**src/hw/trig_defines.svh**
```systemverilog
// trigger unit constants (counts, widths, CSR numbers, tinfo codes), included by package and RTL
`ifndef TRIG_DEFINES_SVH
`define TRIG_DEFINES_SVH

// --------------------------------------------------
// sizing

// number of breakpoint triggers implemented
`define TRIG_NUM 4
// data and address width of the core
`define TRIG_XLEN 32
// tselect register width, enough to index every trigger
`define TRIG_TSEL_W 2

// --------------------------------------------------
// debug CSR numbers

`define CSR_TSELECT 12'h7a0
`define CSR_TDATA1 12'h7a1
`define CSR_TDATA2 12'h7a2
`define CSR_TINFO 12'h7a4

// --------------------------------------------------
// tinfo read values

// bit 0 set, no trigger at this index
`define TINFO_NONE 1
// bit 2 set, address/data match (mcontrol)
`define TINFO_MCONTROL 4

`endif
```
**src/hw/trig_pkg.sv**
```systemverilog
// shared types of the trigger unit, imported by every RTL module and the testbench

`include "trig_defines.svh"

package trig_pkg;

	// --------------------------------------------------
	// plain vector types

	// data or address word
	typedef logic [`TRIG_XLEN-1:0] xlen_t;
	// CSR number
	typedef logic [11:0] csr_addr_t;
	// trigger index as held in tselect
	typedef logic [`TRIG_TSEL_W-1:0] tsel_t;
	// one flag per halfword of the fetch word, bit 0 is the low halfword
	typedef logic [1:0] hw_flags_t;

	// --------------------------------------------------
	// bundles

	// state of one trigger, the mcontrol bits kept plus the match address
	typedef struct packed {
		logic dmode;
		logic action;
		logic m;
		logic u;
		logic execute;
		xlen_t tdata2;
	} trig_cfg_t;

	// one CSR access, a read every cycle and a write when wen is high
	typedef struct packed {
		csr_addr_t addr;
		logic wen;
		xlen_t wdata;
	} cfg_req_t;

	// one word-aligned fetch with the privilege it is made in
	typedef struct packed {
		xlen_t addr;
		logic m_mode;
		logic d_mode;
	} fetch_query_t;

	// write command to the bank, already checked for range and dmode
	typedef struct packed {
		tsel_t index;
		logic wen_tdata1;
		logic wen_tdata2;
		logic wen_dmode;
		logic dmode;
		logic action;
		logic m;
		logic u;
		logic execute;
		xlen_t tdata2;
	} bank_wr_t;

	// break request per halfword
	// any covers both kinds, d_mode only the debug-mode breaks
	typedef struct packed {
		hw_flags_t any;
		hw_flags_t d_mode;
	} break_req_t;

endpackage

```
**src/hw/trig_top.sv**
```systemverilog
// top level of the breakpoint trigger unit, joins CSR control, trigger bank and fetch matcher
`timescale 1ns/10ps

`include "trig_defines.svh"

module trig_top (
	input logic clk,
	input logic rst_n,

	// debug CSR port, combinational read, registered write
	input trig_pkg::cfg_req_t cfg,
	output trig_pkg::xlen_t cfg_rdata,

	// debug mode flag of the executing instruction, for CSR protection
	input logic x_d_mode,

	// global enable for breaks to M-mode
	input logic trig_m_en,

	// fetch query and its break request, same cycle
	input trig_pkg::fetch_query_t fetch,
	output trig_pkg::break_req_t brk
);

	import trig_pkg::*;

	// --------------------------------------------------
	// internal nets

	bank_wr_t bank_wr;
	trig_cfg_t sel_cfg;
	trig_cfg_t [`TRIG_NUM-1:0] all_cfg;

	// --------------------------------------------------
	// instances

	// CSR decode, tselect and write guard
	trig_csr_ctrl u_csr_ctrl (
		.clk(clk),
		.rst_n(rst_n),
		.cfg(cfg),
		.x_d_mode(x_d_mode),
		.sel_cfg(sel_cfg),
		.bank_wr(bank_wr),
		.cfg_rdata(cfg_rdata)
	);

	// per-trigger state
	trig_bank u_bank (
		.clk(clk),
		.rst_n(rst_n),
		.bank_wr(bank_wr),
		.sel_cfg(sel_cfg),
		.all_cfg(all_cfg)
	);

	// fetch address compare
	trig_match u_match (
		.all_cfg(all_cfg),
		.fetch(fetch),
		.trig_m_en(trig_m_en),
		.brk(brk)
	);

endmodule

```
**src/hw/trig_match.sv**
```systemverilog
// fetch address matcher, checks one fetch word against all triggers and raises per-halfword breaks
`timescale 1ns/10ps

`include "trig_defines.svh"

module trig_match (
	input trig_pkg::trig_cfg_t [`TRIG_NUM-1:0] all_cfg,
	input trig_pkg::fetch_query_t fetch,
	input logic trig_m_en,
	output trig_pkg::break_req_t brk
);

	import trig_pkg::*;

	// per-trigger intermediate results
	logic [`TRIG_NUM-1:0] trig_en;
	logic [`TRIG_NUM-1:0] trig_hit;
	logic [`TRIG_NUM-1:0] d_brk;
	logic [`TRIG_NUM-1:0] m_brk;

	// reduced over all triggers, per halfword
	hw_flags_t d_flags;
	hw_flags_t m_flags;

	// --------------------------------------------------
	// per-trigger hit and break kind

	always_comb begin
		for (int i = 0; i < `TRIG_NUM; i++) begin
			// execute trigger armed for the fetch's privilege
			// debug mode fetches are never checked
			trig_en[i] = all_cfg[i].execute && !fetch.d_mode &&
				(fetch.m_mode ? all_cfg[i].m : all_cfg[i].u);
			// exact word compare, fetches are always word aligned
			trig_hit[i] = trig_en[i] &&
				(fetch.addr == {all_cfg[i].tdata2[`TRIG_XLEN-1:2], 2'b00});
			// action 1 enters debug mode, only allowed for a dmode trigger
			d_brk[i] = trig_hit[i] && all_cfg[i].action && all_cfg[i].dmode;
			// action 0 raises a breakpoint exception, gated by the global enable
			m_brk[i] = trig_hit[i] && !all_cfg[i].action && trig_m_en;
		end
	end

	// --------------------------------------------------
	// halfword split and reduction

	// bit 1 of tdata2 tells which halfword of the word the breakpoint sits on
	// two triggers may flag different halfwords of the same word
	always_comb begin
		d_flags = '0;
		m_flags = '0;
		for (int i = 0; i < `TRIG_NUM; i++) begin
			if (all_cfg[i].tdata2[1]) begin
				d_flags[1] = d_flags[1] | d_brk[i];
				m_flags[1] = m_flags[1] | m_brk[i];
			end else begin
				d_flags[0] = d_flags[0] | d_brk[i];
				m_flags[0] = m_flags[0] | m_brk[i];
			end
		end
	end

	// any break of either kind, plus the debug-mode subset
	assign brk = '{any: d_flags | m_flags, d_mode: d_flags};

endmodule

```
**src/hw/trig_bank.sv**
```systemverilog
// trigger configuration storage, one indexed write port and a read port for the indexed entry
`timescale 1ns/10ps

`include "trig_defines.svh"

module trig_bank (
	input logic clk,
	input logic rst_n,
	input trig_pkg::bank_wr_t bank_wr,
	output trig_pkg::trig_cfg_t sel_cfg,
	output trig_pkg::trig_cfg_t [`TRIG_NUM-1:0] all_cfg
);

	import trig_pkg::*;

	// every trigger's state, entry i is trigger i
	trig_cfg_t [`TRIG_NUM-1:0] cfg_q;
	// one-hot entry select decoded from the write index
	logic [`TRIG_NUM-1:0] entry_sel;

	// --------------------------------------------------
	// index decode

	always_comb begin
		for (int i = 0; i < `TRIG_NUM; i++) begin
			entry_sel[i] = (bank_wr.index == tsel_t'(i));
		end
	end

	// --------------------------------------------------
	// storage

	// the three strobes are independent, a tdata1 write
	// outside debug mode keeps the stored dmode
	always_ff @(posedge clk or negedge rst_n) begin
		if (!rst_n) begin
			cfg_q <= '0;
		end else begin
			for (int i = 0; i < `TRIG_NUM; i++) begin
				if (entry_sel[i] && bank_wr.wen_tdata1) begin
					cfg_q[i].action <= bank_wr.action;
					cfg_q[i].m <= bank_wr.m;
					cfg_q[i].u <= bank_wr.u;
					cfg_q[i].execute <= bank_wr.execute;
				end
				if (entry_sel[i] && bank_wr.wen_dmode) begin
					cfg_q[i].dmode <= bank_wr.dmode;
				end
				// full word kept, the matcher drops the low bits itself
				if (entry_sel[i] && bank_wr.wen_tdata2) begin
					cfg_q[i].tdata2 <= bank_wr.tdata2;
				end
			end
		end
	end

	// --------------------------------------------------
	// read ports

	// selected entry for CSR reads and the dmode write check
	assign sel_cfg = cfg_q[bank_wr.index];

	// whole bank for the address matcher
	assign all_cfg = cfg_q;

endmodule

```
**src/hw/trig_csr_ctrl.sv**
```systemverilog
// CSR front end of the trigger unit: decodes accesses, holds tselect, guards writes, builds read data
`timescale 1ns/10ps

`include "trig_defines.svh"

module trig_csr_ctrl (
	input logic clk,
	input logic rst_n,
	input trig_pkg::cfg_req_t cfg,
	input logic x_d_mode,
	input trig_pkg::trig_cfg_t sel_cfg,
	output trig_pkg::bank_wr_t bank_wr,
	output trig_pkg::xlen_t cfg_rdata
);

	import trig_pkg::*;

	// type field of tdata1, address/data match
	localparam logic [3:0] MCONTROL_TYPE = 4'h2;

	tsel_t tselect;
	logic tsel_in_range;
	logic sel_tselect;
	logic sel_tdata1;
	logic sel_tdata2;
	logic wr_ok;
	xlen_t tdata1_rd;

	// --------------------------------------------------
	// address decode

	assign sel_tselect = (cfg.addr == `CSR_TSELECT);
	assign sel_tdata1 = (cfg.addr == `CSR_TDATA1);
	assign sel_tdata2 = (cfg.addr == `CSR_TDATA2);

	// widen before comparing so a partly filled index space works too
	assign tsel_in_range = (32'(tselect) < `TRIG_NUM);

	// --------------------------------------------------
	// tselect register

	always_ff @(posedge clk or negedge rst_n) begin
		if (!rst_n) begin
			tselect <= '0;
		end else if (cfg.wen && sel_tselect) begin
			tselect <= cfg.wdata[`TRIG_TSEL_W-1:0];
		end
	end

	// --------------------------------------------------
	// write protection and bank strobes

	// a trigger owned by debug mode is silently left alone outside debug mode
	assign wr_ok = cfg.wen && tsel_in_range && (!sel_cfg.dmode || x_d_mode);

	// the bank always points at tselect, which also selects the read entry
	assign bank_wr.index = tselect;
	assign bank_wr.wen_tdata1 = wr_ok && sel_tdata1;
	assign bank_wr.wen_tdata2 = wr_ok && sel_tdata2;
	// dmode can only move while the core sits in debug mode
	assign bank_wr.wen_dmode = wr_ok && sel_tdata1 && x_d_mode;

	// field positions follow the mcontrol layout
	assign bank_wr.dmode = cfg.wdata[27];
	assign bank_wr.action = cfg.wdata[12];
	assign bank_wr.m = cfg.wdata[6];
	assign bank_wr.u = cfg.wdata[3];
	assign bank_wr.execute = cfg.wdata[2];
	assign bank_wr.tdata2 = cfg.wdata;

	// --------------------------------------------------
	// read data

	// mcontrol view of the selected trigger
	// maskmax, hit, select, timing, sizelo, chain, match, s, store, load all zero
	always_comb begin
		tdata1_rd = '0;
		tdata1_rd[`TRIG_XLEN-1 -: 4] = MCONTROL_TYPE;
		tdata1_rd[27] = sel_cfg.dmode;
		tdata1_rd[12] = sel_cfg.action;
		tdata1_rd[6] = sel_cfg.m;
		tdata1_rd[3] = sel_cfg.u;
		tdata1_rd[2] = sel_cfg.execute;
	end

	always_comb begin
		cfg_rdata = '0;
		case (cfg.addr)
			`CSR_TSELECT: begin
				cfg_rdata = xlen_t'(tselect);
			end
			`CSR_TDATA1: begin
				// nonexistent trigger reads as type 0
				if (tsel_in_range) begin
					cfg_rdata = tdata1_rd;
				end
			end
			`CSR_TDATA2: begin
				if (tsel_in_range) begin
					cfg_rdata = sel_cfg.tdata2;
				end
			end
			`CSR_TINFO: begin
				cfg_rdata = tsel_in_range ? xlen_t'(`TINFO_MCONTROL) : xlen_t'(`TINFO_NONE);
			end
			default: begin
				// unknown CSR numbers read zero
				cfg_rdata = '0;
			end
		endcase
	end

endmodule

```
**config.mk**
```make
export PLATFORM = sky130hd
export DESIGN_NAME = trig_top
export DESIGN_NICKNAME = d
export VERILOG_FILES = /design/src/hw/trig_pkg.sv /design/src/hw/trig_top.sv /design/src/hw/trig_match.sv /design/src/hw/trig_bank.sv /design/src/hw/trig_csr_ctrl.sv
export VERILOG_INCLUDE_DIRS = /design/src /design/src/hw
export SDC_FILE = /design/constraint.sdc
export NUM_CORES = 1
export LEC_CHECK = 0
export ABC_AREA = 1
export BUFFER_PORTS_ARGS = -buffer_cell sky130_fd_sc_hd__clkbuf_2
export CORE_ASPECT_RATIO = 0.8
export CORE_MARGIN = 1
export CORE_UTILIZATION = 35
export CTS_CLUSTER_DIAMETER = 50
export DETAILED_ROUTE_END_ITERATION = 7
export GPL_ROUTABILITY_DRIVEN = 1
export GPL_TIMING_DRIVEN = 0
export PLACE_DENSITY = 0.61
export SETUP_SLACK_MARGIN = 0.15
export SYNTH_ARGS = -nofsm -noshare
export SYNTH_HDL_FRONTEND = slang
export SYNTH_SLANG_ARGS = --single-unit
```
**constraint.sdc**
```tcl
create_clock -name clk -period 2.6 [get_ports clk]
set_input_delay 0.13 -clock clk [delete_from_list [all_inputs] [get_ports clk]]
set_output_delay 0.13 -clock clk [all_outputs]
set_load 0.005 [all_outputs]
```
==> run_results.csv, run 1 <==
group,metric,value,unit
timing,slew_viol_final,0,
timing,fin_ws,0.145,ns
synthesis,synth_most_common_cell,"nand2_1",
critical_path,slowest_stage,"buf_2",
floorplan,die_h,147,um
critical_path,critPathKind,"flip-flop to primary output",
synthesis,syn_inst,1247,
route,finalWirelength,33.9,mm
synthesis,synth_area_leaders,"dfrtp_1 41%, nand2_1 20%, xnor2_1 6.7%, inv_1 5.7%, o21ai_1 4.6%",
timing,slew_headroom,0.580,
timing,fin_tns_setup,0,ns
floorplan,die_area,27000,um2
route,via_per_inst,5.12,
pwr,intPower,3.82,mW
final_layout,n_fill_cell,2675,
grt,grt_pass1_vias,8206,
synthesis,yosys_warnings,0,
timing,fin_crit_sh,0.944,
synthesis,synthFlopType,"dfrtp_1",
synthesis,syn_area,9200,um2
critical_path,end_kind,"primary output",
critical_path,arrival,2.33,ns
synthesis,syn_area_per_cell,7.38,um2
route,route.detailed.drc,0,
placement,dp_hpwl,24.9,mm
placement,dp_worst_setup_slack,-0.157,ns
critical_path,start_kind,"flip-flop",
critical_path,cp-startpoint,"u_csr_ctrl.tselect[0]",
clock_network,cts.clk_slew.worst_paths,0.06,ns
timing,hold_violations,0,
grt,antenna_found_initial,0,
pwr,p_per_area,469,nW/um2
synthesis,synth.largest_area_cell,"dfrtp_1",
critical_path,cp-endpoint,"cfg_rdata[25]",
synthesis,synth.distinct_cells,33,
timing,fin_worst_skew,0.00516,ns
final_layout,syn2layout_area_growth,18.5,%
final_layout,finalCoreUtilization,0.426,
pwr,power.total,5.11,mW
critical_path,cpPeakStageDelay,0.43,ns
timing,worstMarginPinSlew,0.630,ns
final_layout,n_antenna_cell,0,
synthesis,yosysSeqAreaShare,0.408,
clock_network,cts_tree,"built",
route,first_pass_iters,5,
timing,finalSetupViolCount,0,
clock_network,numCtsBuffers,17,
placement,gp_congestion,0.962,
pwr,pwr-share-seq,0.458,
floorplan,rows,52,
critical_path,cp_cell_sequence,"buf_6 > inv_2 > nor2_4 > buf_2 > a22oi_1 > a21oi_1 > clkbuf_2",
clock_network,root_buffer,"clkbuf_16",
synthesis,syn-num-nets,1330,
grt,grt_overflow,0,
pwr,combPwrFrac,0.083,
synthesis,synth_seq_cells,150,
clock_network,postCtsSetupBuffers,0,
route,num_vias,8895,
synthesis,async_reset_ff_frac,1.00,
synthesis,synth_edf_count,0,
timing,rsz0062_at_grt,"yes",
clock_network,clock-sinks,150,
grt,grt_pass1_wl,50.3,mm
route,postRouteAntennaNets,0,
pwr,clkPwrFrac,0.459,
route,drt_iter0_drc,1030,
critical_path,worstReg2RegEnd,"u_bank.all_cfg[66]",
critical_path,required,2.47,ns
synthesis,synth_common_cells,"485 x nand2_1, 150 x dfrtp_1, 139 x inv_1",
synthesis,synth_top_cell_area_share,0.408,
timing,post-route-min-period,2.46,ns
critical_path,critical_path.max_fanout,10,
grt,grt_max_degree,80,
pwr,p_leak,5.13,nW
worst_hold_path,hp-start,"cfg[2]",
job,maxCapViolations,0,
placement,port_buffers,104,
floorplan,initial_core_util,0.360,
final_layout,fin_nets,1460,
floorplan,core,25600,um2
floorplan,io_pins,119,
clock_network,clock_latency,0.43,ns
critical_path,reg2reg_depth,10,
grt,grtUsageTotal,0.257,
timing,fmax,407,MHz
critical_path,rr_startpoint,"u_csr_ctrl.tselect[1]",
clock_network,max-clock-path-buffers,2,
route,wire_per_inst,19.5,um
clock_network,htree_levels,4,
pwr,peakVddDrop,0.410,mV
outcome,outcome,"completed",
pwr,netSwitchingPower,1.29,mW
critical_path,r2r_setup_slack,0.45,ns
worst_hold_path,min_path_type,"input pin to flip-flop",
pwr,power.share.switching,0.252,
final_layout,drive_gt1_frac,0.178,
floorplan,die_w,183,um
-- flip-flops by register name, indices dropped and copies added, names as in the netlist --
name and count:
u_bank.all_cfg 148, u_csr_ctrl.tselect 2
-- worst max-delay path: cells and delay by family (launching register included) --
family	cells	cell delay (ns)
DFF	1	0.34
AOI/OAI and AO/OA	2	0.46
and+or+nand+nor	1	0.27
buffers and inverters	4	0.83
-- per-layer routing --
layer / vias to the layer above / routed length [um] / global-route usage
met3: 54 / 3240 / 0.0473
met1: 4203 / 15700 / 0.389
met2: 424 / 14300 / 0.372
met5: - / 0 / 0
li1: 4214 / - / -
met4: 0 / 685 / 0.0717
-- power groups by stage --
stage	sequential (mW)	clock, mW	combinational (mW)
after floorplan	2.38	0	0.192
after global placement	2.38	0	0.400
after detailed placement	2.38	0	0.408
after CTS	2.34	2.36	0.421
after global routing	2.34	2.45	0.466
final	2.34	2.35	0.427
-- metrics by stage --
step | area [um2] | instances | hold WS [ns]
after global placement | 10200 | 1702 | 0.418
after floorplan | 9200 | 1247 | -0.166
after global routing | 10900 | 1739 | 0.0115
after detailed placement | 10200 | 1703 | 0.193
final | 10900 | 1739 | 0.00173
after CTS | 10900 | 1739 | 0.00172
-- layout make-up --
| type | instances | area, um2 | area share |
|---|---|---|---|
| multi-input combinational | 900 | 4580 | 0.420 |
| sequential | 150 | 3750 | 0.344 |
| timing repair buffer | 111 | 617 | 0.0566 |
| inverter | 142 | 533 | 0.0489 |
| clock buffer | 21 | 460 | 0.0422 |
| buffer | 55 | 442 | 0.0405 |
| tap | 351 | 439 | 0.0403 |
| clock inverter | 9 | 80.1 | 0.00734 |
-- layout by cell type (no fill, tap or decap), types with 6 or more instances in the layout --
cell type,n
xnor2_1,65
dfrtp_1,150
inv_1,139
nor2_1,77
nand2_1,485
buf_6,27
clkbuf_16,17
clkbuf_2,108
a41oi_1,16
clkbuf_1,16
o22ai_1,7
o21ai_0,26
nand3_1,15
o21ai_2,46
dlygate4sd3_1,6
a22oi_1,17
a21oi_1,8
nand4_1,15
o21ai_1,86
-- worst min-delay path by stage --
stage                           to  cells after the start
2_1_floorplan    u_bank.all_cfg[0]                      0
3_5_place_dp   u_bank.all_cfg[105]                      1
3_3_place_gp   u_bank.all_cfg[109]                      3
5_1_grt        u_bank.all_cfg[106]                      3
6_report       u_bank.all_cfg[106]                      3
4_1_cts         u_bank.all_cfg[28]                      3
-- cell families after synthesis --
group	after synthesis	synth area share
buffers and inverters	197	0.102
xor gates and xnor gates	70	0.0666
and+or+nand+nor	611	0.267
AOI/OAI and AO/OA	219	0.157
DFF	150	0.408
-- repair_timing --
item	CTS	global route
resized for setup	20	25
hold buffers	6	0
endpoints found under the hold margin	86	0
endpoints found under the setup margin	34	27
Power figures use the tool's default switching activity.
==> inputs of run 2 (changes only) <==
Settings changed: PLACE_DENSITY 0.61 to 0.52.
==> run_results.csv, run 2 (synthesized netlist as in run 1, its figures left out) <==
group,metric,value,unit
pwr,power.total,5.39,mW
worst_hold_path,min_path_type,"input pin to flip-flop",
route,num_vias,8832,
route,dr_wl_met2,14.4,mm
placement,post-place-cells,1703,
placement,dp_hpwl,25.4,mm
timing,fmax,405,MHz
route,postRouteAntennaNets,0,
route,top_layer,"met4",
route,via_per_inst,5.04,
final_layout,n_fill_cell,2672,
timing,fin_worst_skew,0.00892,ns
pwr,peakVddDrop,0.455,mV
final_layout,final_common_cell,"nand2_1",
critical_path,path_buf_inv,3,
final_layout,layout_common_cells,"485 x nand2_1, 150 x dfrtp_1, 139 x inv_1",
route,route.met3.wl,2.78,mm
job,maxCapViolations,0,
critical_path,r2r_setup_slack,0.47,ns
route,first_pass_iters,5,
critical_path,critical_path.max_fanout,10,
pwr,power.share.switching,0.258,
floorplan,core,25600,um2
critical_path,rr_startpoint,"u_csr_ctrl.tselect[1]",
critical_path,cpPeakStageDelay,0.47,ns
route,wire_per_inst,19.8,um
worst_hold_path,hp-start,"cfg[15]",
final_layout,syn2layout_area_growth,20.9,%
timing,rsz0062_at_grt,"yes",
timing,worstMarginPinSlew,0.571,ns
critical_path,arrival,2.34,ns
clock_network,max-clock-path-buffers,2,
critical_path,required,2.47,ns
timing,fin_tns_setup,0,ns
pwr,p_leak,5.21,nW
grt,grt_pass1_vias,8349,
critical_path,crit_family,"buffers and inverters",
route,finalWirelength,34.7,mm
clock_network,cts_tree,"built",
clock_network,clock-sinks,150,
clock_network,numCtsBuffers,17,
critical_path,critPathKind,"flip-flop to primary output",
floorplan,io_pins,119,
grt,grt_overflow,0,
placement,gp_congestion,0.948,
timing,fin_crit_sh,0.949,
critical_path,cp_cell_sequence,"buf_6 > nor2_4 > buf_2 > nand2_1 > a41oi_1 > clkbuf_2",
route,wl_met1,16.6,mm
route,route.detailed.drc,0,
grt,grt_max_degree,92,
pwr,combPwrFrac,0.082,
pwr,netSwitchingPower,1.39,mW
route,drt_iter0_drc,763,
pwr,p_per_area,484,nW/um2
timing,post-route-min-period,2.47,ns
final_layout,fin_nets,1472,
clock_network,htree_levels,4,
floorplan,die_w,183,um
pwr,intPower,4.00,mW
final_layout,layoutNonFillerInstCount,1754,
grt,grtUsageTotal,0.266,
timing,hold_violations,0,
outcome,outcome,"completed",
critical_path,slowest_stage,"buf_2",
grt,grt_pass1_wl,51.4,mm
timing,slew_headroom,0.618,
timing,slew_viol_final,0,
clock_network,root_buffer,"clkbuf_16",
floorplan,rows,52,
clock_network,cts.clk_slew.worst_paths,0.07,ns
placement,port_buffers,104,
floorplan,die_h,147,um
final_layout,drive_gt1_frac,0.184,
timing,finalSetupViolCount,0,
pwr,clkPwrFrac,0.485,
critical_path,end_kind,"primary output",
clock_network,clock_latency,0.45,ns
critical_path,start_kind,"flip-flop",
floorplan,initial_core_util,0.360,
floorplan,die_area,27000,um2
grt,antenna_found_initial,1,
pwr,pwr-share-seq,0.434,
final_layout,largest_reg_flops,148,
critical_path,cp-startpoint,"u_csr_ctrl.tselect[1]",
final_layout,finalCoreUtilization,0.435,
timing,hold_slack,0.000577,ns
run 2: cell count changes in the layout (fill, tap and decap cells not counted), moves of 2 or more:
cell           delta
dlygate4sd3_1     +8
nor2_2            +2
clkinv_4          +3
buf_4             +6
clkbuf_2          -3
inv_6             +2
clkbuf_4          -2
bufinv_16         +2
clkinv_2          -3
nor2_1            -2
run 2: timing repair:
| action | in CTS | in global routing |
|---|---|---|
| pin swaps | 0 | 2 |
| setup buffers | 0 | 4 |
| endpoints found under the setup margin | 34 | 21 |
| gates resized for setup | 28 | 26 |
| hold buffers | 14 | 0 |
| endpoints found under the hold margin | 94 | 0 |
| cloned | 0 | 0 |
run 2: path summary, 6_finish.rpt:
| check | depth (start not counted) | to |
|---|---|---|
| setup / recovery | 6 | cfg_rdata[23] |
| hold / removal | 3 | u_bank.all_cfg[126] |
| setup reg to reg | 11 | u_bank.all_cfg[7] |
| hold reg to reg | 2 | u_bank.all_cfg[111] |
| max in group asynchronous | 3 | u_bank.all_cfg[90] |
| min in group asynchronous | 2 | u_bank.all_cfg[9] |
run 2: area by class of cell:
class                      count  area (um2)  area share
timing repair buffer         123         727      0.0653
clock buffer                  18         429      0.0386
clock inverter                14         176      0.0158
sequential                   150        3750       0.337
inverter                     142         533      0.0479
buffer                        55         460      0.0414
multi-input combinational    900        4610       0.414
antenna                        1        2.50    0.000225
tap                          351         439      0.0395
run 2: worst register-to-register path, cell delays in order, from the launching register on:
cell and delay [ns]:
dfrtp_1 0.37, buf_6 0.14, inv_2 0.08, nor2_4 0.07
buf_4 0.16, nand2_1 0.07, nand3_2 0.12, a21boi_4 0.32
nand3_4 0.29, buf_6 0.26, nand2_1 0.07, o21ai_1 0.06
run 2: power by group through the flow:
stage               Clock [mW]  Sequential (mW)  Combinational (mW)
global route              2.73             2.34               0.483
global placement             0             2.38               0.405
floorplan                    0             2.38               0.192
finish                    2.61             2.34               0.439
detailed placement           0             2.38               0.412
CTS                       2.63             2.34               0.434
run 2: per-stage QoR:
step | cell area, um2 | setup WS (ns)
finish | 11100 | 0.133
global route | 11100 | 0.131
CTS | 11000 | 0.148
detailed placement | 10200 | -0.157
global placement | 10200 | -1.51
floorplan | 9200 | 0.867
run 2: metal layers:
metal | up-vias | GRT usage
met3 | 56 | 0.0620
met1 | 4187 | 0.390
li1 | 4252 | -
met4 | 0 | 0.0933
met5 | - | 0
met2 | 337 | 0.379
